[config.mk]
export PLATFORM = sky130hd
export DESIGN_NAME = tetris_top
export DESIGN_NICKNAME = d
export VERILOG_FILES = /design/src/design/key_pkg.sv /design/src/design/tetris_pkg.sv /design/src/design/piece_ctrl.sv /design/src/design/board_row.sv /design/src/design/playfield_out.sv /design/src/design/tetris_top.sv
export SDC_FILE = /design/constraint.sdc
export NUM_CORES = 1
export LEC_CHECK = 0
export BUFFER_PORTS_ARGS = -buffer_cell sky130_fd_sc_hd__buf_4
export CORE_AREA = 2 2 304 306
export CTS_CLUSTER_DIAMETER = 30
export CTS_CLUSTER_SIZE = 40
export DETAILED_ROUTE_END_ITERATION = 6
export DIE_AREA = 0 0 306 308
export PLACE_DENSITY = 0.34
export SLEW_MARGIN = 20
export SYNTH_ARGS = -nofsm -noshare
export SYNTH_HDL_FRONTEND = slang
export SYNTH_SLANG_ARGS = --single-unit
[constraint.sdc]
create_clock -name clk -period 5.7 [get_ports clk]
set_input_delay 0.285 -clock clk [delete_from_list [all_inputs] [get_ports clk]]
set_output_delay 0.285 -clock clk [all_outputs]
set_load 0.02 [all_outputs]
[src/design/key_pkg.sv]
`default_nettype none

package key_pkg;

	// one decoded key press, valid is a single-cycle strobe
	typedef struct packed {
		logic       valid;
		logic [7:0] code;
	} key_event_t;

	// ========================================
	// scan codes
	localparam logic [7:0] key_start      = 8'h5A;
	localparam logic [7:0] key_left       = 8'h6B;
	localparam logic [7:0] key_right      = 8'h74;
	localparam logic [7:0] key_rot_cw     = 8'h12;  // rotation + 1
	localparam logic [7:0] key_rot_cw_alt = 8'h1A;  // also rotation + 1
	localparam logic [7:0] key_rot_ccw    = 8'h22;  // rotation - 1

endpackage

`default_nettype wire

[src/design/tetris_pkg.sv]
`default_nettype none

package tetris_pkg;

	// ========================================
	// playfield geometry
	localparam int board_w   = 10;
	localparam int board_h   = 20;
	localparam int spawn_col = 4;

	typedef logic [board_w-1:0] row_t;        // bit c is column c
	typedef row_t [board_h-1:0] row_bus_t;    // element r is board row r, row 0 on top

	typedef enum logic [1:0] {
		st_idle,
		st_spawn,
		st_fall,
		st_place
	} game_state_t;

	// O, I, S, Z, L, J, T
	typedef logic [2:0] shape_t;
	typedef logic [1:0] rot_t;

	// bit 4*r + c is column c of piece row r
	typedef union packed {
		logic [15:0]     flat;
		logic [3:0][3:0] rows;
	} piece_mask_u;

	typedef struct packed {
		shape_t     shape;
		rot_t       rot;
		logic [5:0] col;   // leftmost mask column on the board
		logic [4:0] row;   // top mask row on the board
	} piece_t;

	// ========================================
	// shape table, rows written 3 down to 0
	function automatic piece_mask_u shape_mask(input shape_t shape, input rot_t rot);
		piece_mask_u m;
		case ({shape, rot})
			5'b000_00, 5'b000_01, 5'b000_10, 5'b000_11: m.flat = 16'b0000_0000_0011_0011;
			// I, two distinct orientations
			5'b001_00, 5'b001_10: m.flat = 16'b0000_0000_0000_1111;
			5'b001_01, 5'b001_11: m.flat = 16'b0001_0001_0001_0001;
			// S
			5'b010_00, 5'b010_10: m.flat = 16'b0000_0000_0011_0110;
			5'b010_01, 5'b010_11: m.flat = 16'b0000_0010_0011_0001;
			// Z
			5'b011_00, 5'b011_10: m.flat = 16'b0000_0000_0110_0011;
			5'b011_01, 5'b011_11: m.flat = 16'b0000_0001_0011_0010;
			// L
			5'b100_00: m.flat = 16'b0000_0000_0111_0100;
			5'b100_01: m.flat = 16'b0000_0010_0010_0011;
			5'b100_10: m.flat = 16'b0000_0000_0001_0111;
			5'b100_11: m.flat = 16'b0000_0011_0001_0001;
			// J
			5'b101_00: m.flat = 16'b0000_0000_0111_0001;
			5'b101_01: m.flat = 16'b0000_0011_0010_0010;
			5'b101_10: m.flat = 16'b0000_0000_0100_0111;
			5'b101_11: m.flat = 16'b0000_0001_0001_0011;
			// T
			5'b110_00: m.flat = 16'b0000_0000_0010_0111;
			5'b110_01: m.flat = 16'b0000_0001_0011_0001;
			5'b110_10: m.flat = 16'b0000_0000_0111_0010;
			5'b110_11: m.flat = 16'b0000_0010_0011_0010;
			default:   m.flat = 16'b0;  // shape 7 never comes out of the sequence
		endcase
		return m;
	endfunction

endpackage

`default_nettype wire

[src/design/piece_ctrl.sv]
`timescale 1ns/1ps
`default_nettype none

module piece_ctrl #(
	parameter int drop_div = 1_000_000
) (
	input  logic                    clk,
	input  logic                    rst,
	input  key_pkg::key_event_t     key,
	input  logic                    blocked,
	output tetris_pkg::game_state_t state,
	output tetris_pkg::row_bus_t    overlay,
	output logic                    place
);
	import tetris_pkg::*;
	import key_pkg::*;

	localparam int     cnt_w       = $clog2(drop_div);
	localparam shape_t first_shape = 3'd3;

	logic [cnt_w-1:0] tick_cnt;
	logic             tick;
	piece_t           piece;
	piece_mask_u      mask;
	logic [3:0]       used_cols;   // columns touched by any mask row
	logic [15:0]      right_span;
	logic             left_ok;
	logic             right_ok;
	logic             key_live;
	logic             show_piece;

	// ========================================
	// drop tick free running from reset
	always_ff @(posedge clk or negedge rst) begin
		if (!rst) begin
			tick_cnt <= '0;
		end else if (tick) begin
			tick_cnt <= '0;
		end else begin
			tick_cnt <= tick_cnt + cnt_w'(1);
		end
	end

	assign tick = (tick_cnt == cnt_w'(drop_div - 1));

	// ========================================
	// game FSM
	always_ff @(posedge clk or negedge rst) begin
		if (!rst) begin
			state <= st_idle;
		end else begin
			case (state)
				st_idle: begin
					if (key.valid && key.code == key_start)
						state <= st_spawn;
				end
				st_spawn: begin
					if (tick)
						state <= st_fall;
				end
				st_fall: begin
					if (tick && blocked)
						state <= st_place;
				end
				st_place: state <= st_spawn;   // rows latch the piece on this edge
				default:  state <= st_idle;
			endcase
		end
	end

	assign place = (state == st_place);

	// ========================================
	// wall checks on the row view
	assign mask      = shape_mask(piece.shape, piece.rot);
	assign used_cols = mask.rows[0] | mask.rows[1] | mask.rows[2] | mask.rows[3];

	// only column 0 of the mask can leave the board on a left move
	assign left_ok    = (piece.col != 6'd0) || !used_cols[0];
	assign right_span = {12'b0, used_cols} << (piece.col + 6'd1);
	assign right_ok   = (right_span[15:board_w] == '0);

	assign key_live = key.valid && (state == st_fall);

	// ========================================
	// piece position, rotation and shape
	always_ff @(posedge clk or negedge rst) begin
		if (!rst) begin
			piece.shape <= first_shape;
			piece.rot   <= '0;
			piece.col   <= 6'(spawn_col);
			piece.row   <= '0;
		end else if (state == st_spawn && tick) begin
			// 3 -> 6 -> 5 -> 3 ...
			piece.shape <= {piece.shape[1:0], piece.shape[1] ^ piece.shape[0]};
			piece.col   <= 6'(spawn_col);
			piece.row   <= '0;  // rotation carries over
		end else if (state == st_fall && tick) begin
			if (!blocked)
				piece.row <= piece.row + 5'd1;
		end else if (key_live) begin
			case (key.code)
				key_left: begin
					if (left_ok)
						piece.col <= piece.col - 6'd1;
				end
				key_right: begin
					if (right_ok)
						piece.col <= piece.col + 6'd1;
				end
				key_rot_cw, key_rot_cw_alt: piece.rot <= piece.rot + 2'd1;  // no fit check
				key_rot_ccw:                piece.rot <= piece.rot - 2'd1;
				default: ;
			endcase
		end
	end

	// ========================================
	// spread the mask over the board rows
	assign show_piece = (state == st_fall) || (state == st_place);

	always_comb begin
		overlay = '0;
		if (show_piece) begin
			for (int r = 0; r < 4; r++) begin
				for (int b = 0; b < board_h; b++) begin
					if (int'(piece.row) + r == b)
						overlay[b] = row_t'({6'b0, mask.rows[r]} << piece.col);
				end
			end
		end
	end

endmodule

`default_nettype wire

[src/design/board_row.sv]
`timescale 1ns/1ps
`default_nettype none

module board_row #(
	parameter bit last_row = 1'b0
) (
	input  logic             clk,
	input  logic             rst,
	input  tetris_pkg::row_t own_overlay,
	input  tetris_pkg::row_t above_overlay,
	input  logic             place,
	output logic             land_hit,
	output tetris_pkg::row_t view
);
	import tetris_pkg::*;

	row_t cells;      // settled cells of this row
	logic stack_hit;
	logic floor_hit;

	// ========================================
	// settled cells
	always_ff @(posedge clk or negedge rst) begin
		if (!rst) begin
			cells <= '0;
		end else if (place) begin
			cells <= cells | own_overlay;
		end
	end

	// piece one row up would drop into our cells
	assign stack_hit = (above_overlay & cells) != '0;

	// bottom row, piece already resting on the floor
	assign floor_hit = last_row && (own_overlay != '0);

	assign land_hit = stack_hit || floor_hit;
	assign view     = cells | own_overlay;

endmodule

`default_nettype wire

[src/design/playfield_out.sv]
`timescale 1ns/1ps
`default_nettype none

module playfield_out (
	input  logic                          clk,
	input  logic                          rst,
	input  logic [tetris_pkg::board_h-1:0] land_hits,
	input  tetris_pkg::row_bus_t          views,
	output logic                          blocked,
	output logic [4:0]                    scan_row,
	output tetris_pkg::row_t              scan_cells
);
	import tetris_pkg::*;

	logic [4:0] next_row;

	// any row refusing the next drop
	assign blocked = |land_hits;

	// ========================================
	// row scan
	assign next_row = (scan_row == 5'(board_h - 1)) ? 5'd0 : scan_row + 5'd1;

	// index and cells load on the same edge
	always_ff @(posedge clk or negedge rst) begin
		if (!rst) begin
			scan_row   <= '0;
			scan_cells <= '0;
		end else begin
			scan_row   <= next_row;
			scan_cells <= views[next_row];
		end
	end

endmodule

`default_nettype wire

[src/design/tetris_top.sv]
`timescale 1ns/1ps
`default_nettype none

module tetris_top #(
	parameter int drop_div = 1_000_000
) (
	input  logic                    clk,
	input  logic                    rst,
	input  key_pkg::key_event_t     key,
	output tetris_pkg::game_state_t state,
	output logic [4:0]              scan_row,
	output tetris_pkg::row_t        scan_cells
);
	import tetris_pkg::*;

	row_bus_t           overlay;
	row_bus_t           above;     // overlay of the row above, empty for row 0
	row_bus_t           views;
	logic [board_h-1:0] land_hits;
	logic               place;
	logic               blocked;

	piece_ctrl #(
		.drop_div (drop_div)
	) u_piece_ctrl (
		.clk     (clk),
		.rst     (rst),
		.key     (key),
		.blocked (blocked),
		.state   (state),
		.overlay (overlay),
		.place   (place)
	);

	assign above = {overlay[board_h-2:0], row_t'(0)};

	// ========================================
	// playfield rows
	for (genvar r = 0; r < board_h; r++) begin : g_row
		board_row #(
			.last_row (r == board_h - 1)
		) u_row (
			.clk           (clk),
			.rst           (rst),
			.own_overlay   (overlay[r]),
			.above_overlay (above[r]),
			.place         (place),
			.land_hit      (land_hits[r]),
			.view          (views[r])
		);
	end

	playfield_out u_playfield_out (
		.clk        (clk),
		.rst        (rst),
		.land_hits  (land_hits),
		.views      (views),
		.blocked    (blocked),
		.scan_row   (scan_row),
		.scan_cells (scan_cells)
	);

endmodule

`default_nettype wire

==> reports/summary.txt <==
CTS tree: done
Synthesized area: 22,600 µm²
Worst path cell trace: ha_2, buf_6, a21boi_1, buf_4, o21ai_1, buf_4, nor2_1, nand2_1, o32ai_1, o31a_1, a222oi_1, buf_4, nand4_1, nor4_2, nand4_1, buf_12, a2111oi_4, mux2i_1
Crit path top cell by count: buf_4
Drt first pass iters: 7
Routed vias/inst: 6.75
Number of setup violations in the final report: 5
Leak: 0.0143 µW
Worst-path fanout max: 21
First-pass GRT wire length: 266 mm
Antenna-violating nets left: 0
Initial DRC Count: 4,715
Worst-Margin Slew: 1.33 ns
Post-Synthesis Net Count: 2,899
Synth Area per Inst: 7.92 µm²
Synth Flop Type: dfrtp_1
Worst-case clock buffer depth: 3
Vias in the first global route: 28,600
CTS H-Tree Depth: 3
Ys async rst share: 1.00
Synthesized instance count: 2,854
Std cell rows: 111
DRC Markers: 14
Final worst path period need: 5.81 ns
Final Hold Viols: 0
Final period util: 1.02
Slew HR: 0.106
GPL Wtd Cong: 1.11
Pint: 5150 µW
Peak supply drop: 274 µV
Maxcap violations: 0
Comb power frac: 0.008
Sw frac: 0.229
Largest net degree at the start of global routing: 129
Die area: 94,200 µm²
Die width: 306 µm
Layout area overhead: 40.5%
Commonest non-fill, non-tap cell in the layout: buf_4
Total grt overflow: 0
Fmax: 172 MHz
Fillers: 9,539
Nets: 3,329
CTS Buf Count: 86
Flop pwr share: 0.270
Insertion delay to the later sink of the worst-skew pair: 0.68 ns
Critical Path RT: 6.27 ns
Seq/Total Area, Yosys: 0.280
IO Pins: 28
Core Area: 91,000 µm²
Fraction of layout cells with a size suffix above 1: 0.278
TritonCTS Sinks: 253
Routed vias: 30,700
Initial core utilization: 0.248
Post-synth EDFFs: 0
Yosys warning total: 0
Final clock skew: 0.0302 ns
Routed WL per cell: 44.3 µm
Fin. max-slew vios: 0
CP Launch Type: register
Die height: 308 µm
Clock share of power: 0.721
Critical path type: reg2reg
Status: complete, but fails checks
Delay of the slowest critical-path stage: 0.87 ns
Clk root buf: clkbuf_16
Commonest cells after routing, fill and taps aside: buf_4, dfrtp_1, a21oi_1
Sw power: 1530 µW
Hold WC Path Type: in2reg
#FFs+latches synth: 253
Crit path setup slack, layout: -0.114 ns
PD cells: 210 nW/µm²
Worst endpoint data arrival time: 6.38 ns
Antenna violations before repair: 26
TNS Setup: -0.415 ns
WL final: 201 mm
Port Buf Inserts: 27
Critical path capture point type: register
Post-DP HPWL: 158 mm
Final Hold Slack: 0.140 ns
Failing checks: DRC, setup timing
Synth cell types: 91
Worst path slowest cell: a222oi_1
GR Util All Layers: 0.417
Worst-path clk slew: 0.04 ns
-- sequential cells by signal, summed over array words and instances (netlist names) --
| register | cells |
|---|---|
| u_playfield_out.scan_cells | 10 |
| u_piece_ctrl.tick_cnt | 20 |
| g_row.u_row.cells | 200 |
| u_piece_ctrl.state | 2 |
| u_playfield_out.scan_row | 5 |
| u_piece_ctrl.piece | 16 |
-- worst max-delay path, delay by kind of cell (launching register included) --
family / cells / cell delay (ns)
AO/OA/AOI/OAI: 6 / 2.01
adder cells (fa/ha/maj): 1 / 0.29
AND/OR/NAND/NOR: 5 / 1.52
buffers and inverters: 5 / 1.21
flip-flops: 1 / 0.42
multiplexers: 1 / 0.24
-- repair_timing --
item | 4_1_cts | 5_1_grt
setup buffers | 8 | 27
hold endpoints to repair | 59 | 0
setup endpoints to repair | 7 | 7
hold buffers | 1 | 0
pin swaps | 9 | 20
gates resized for setup | 25 | 67
-- metrics by stage --
stage	std cells	utilization	instance area (µm²)	setup WS (ns)	power, µW
after floorplan	2854	-	22600	0.518	1830
after global placement	4346	0.307	27900	-0.646	1880
after detailed placement	4348	0.307	27900	-0.433	1890
after CTS	4515	0.342	31200	0.0189	6750
after global routing	4541	0.349	31700	-0.0275	6880
final	4549	0.349	31800	-0.114	6680
-- Yosys cell counts, types with 12 or more instances --
library cell | count | area (µm²)
o21ai_0 | 103 | 515
nor3_1 | 149 | 746
nor2b_1 | 18 | 113
o221ai_1 | 14 | 123
nor3b_1 | 16 | 120
xor2_1 | 13 | 114
dfrtp_1 | 250 | 6260
a22o_1 | 21 | 184
a21o_1 | 191 | 1430
o21a_1 | 12 | 90.1
a32oi_1 | 12 | 105
xnor2_1 | 19 | 166
nand2b_1 | 15 | 93.8
inv_1 | 39 | 146
nand4_1 | 60 | 375
nor4_1 | 31 | 194
or3_1 | 12 | 75.1
nand2_1 | 213 | 800
mux4_2 | 18 | 405
a31o_2 | 14 | 123
nor2_1 | 192 | 721
ha_1 | 34 | 425
nand3_1 | 102 | 510
a21oi_1 | 249 | 1250
buf_2 | 37 | 185
o211ai_1 | 26 | 195
a311oi_1 | 35 | 307
and3_1 | 29 | 181
o22ai_1 | 32 | 200
a22oi_1 | 43 | 323
o2111ai_1 | 12 | 105
a31oi_1 | 48 | 300
and2_1 | 16 | 100
mux2i_1 | 20 | 200
o31ai_1 | 28 | 210
a211o_1 | 12 | 105
a211oi_1 | 142 | 1070
a221o_1 | 17 | 170
a221oi_1 | 130 | 1140
clkbuf_1 | 210 | 788
nand3b_1 | 12 | 90.1
buf_1 | 15 | 56.3
-- power groups by stage --
| stage | combinational (µW) | clock [µW] | sequential, µW |
|---|---|---|---|
| detailed placement | 56.3 | 0 | 1830 |
| finish | 54.8 | 4820 | 1800 |
| global placement | 54.7 | 0 | 1830 |
| CTS | 57.3 | 4890 | 1800 |
| global route | 62.5 | 5010 | 1800 |
| floorplan | 2.97 | 0 | 1830 |
-- path summary, 6_finish.rpt --
kind                                                     start                              endpoint  slack, ns  depth (start not counted)
min                                                     key[1]    u_piece_ctrl.piece[10]$_DFFE_PN0P_       0.14                          5
max                          u_piece_ctrl.piece[2]$_DFFE_PN0P_     u_piece_ctrl.piece[3]$_DFFE_PN0P_      -0.11                         18
max in group asynchronous                                  rst  g_row[13].u_row.cells[0]$_DFFE_PN0P_       4.08                          3
min in group asynchronous                                  rst    u_piece_ctrl.piece[11]$_DFFE_PN0P_       0.19                          2
max reg2reg                  u_piece_ctrl.piece[2]$_DFFE_PN0P_     u_piece_ctrl.piece[3]$_DFFE_PN0P_      -0.11                         18
min reg2reg                g_row[0].u_row.cells[3]$_DFFE_PN0P_   g_row[0].u_row.cells[3]$_DFFE_PN0P_       0.45                          1
-- layer usage --
layer / up-vias / global-route usage / part of all wire
met5: - / 0 / 0.0014
met4: 24 / 0.281 / 0.082
met3: 657 / 0.139 / 0.11
met2: 2324 / 0.583 / 0.39
met1: 15400 / 0.541 / 0.41
li1: 12200 / - / -
-- layout make-up --
cell class                      count  area [µm²]  share of cell area
Antenna cell                        8        20.0            0.000630
Timing Repair Buffer              607        4850               0.153
Clock buffer                      119        2480              0.0780
Tap cell                         1186        1480              0.0467
Sequential cell                   253        6340               0.200
Clock inverter                     40         528              0.0166
Multi-Input combinational cell   2294       15900               0.501
Inverter                           42         159             0.00500
-- cell families (layout without fill, tap and decap cells) --
| group | after synthesis | in the layout | share of synthesized area |
|---|---|---|---|
| AOI/OAI and AO/OA | 1267 | 1267 | 0.402 |
| and+or+nand+nor | 920 | 920 | 0.204 |
| buffers and inverters | 307 | 808 | 0.0540 |
| DFF | 253 | 253 | 0.280 |
| muxes | 41 | 41 | 0.0283 |
| adders and majority gates | 34 | 34 | 0.0188 |
| xor gates and xnor gates | 32 | 32 | 0.0124 |
| other | 0 | 8 | 0 |
Power figures use the tool's default switching activity.
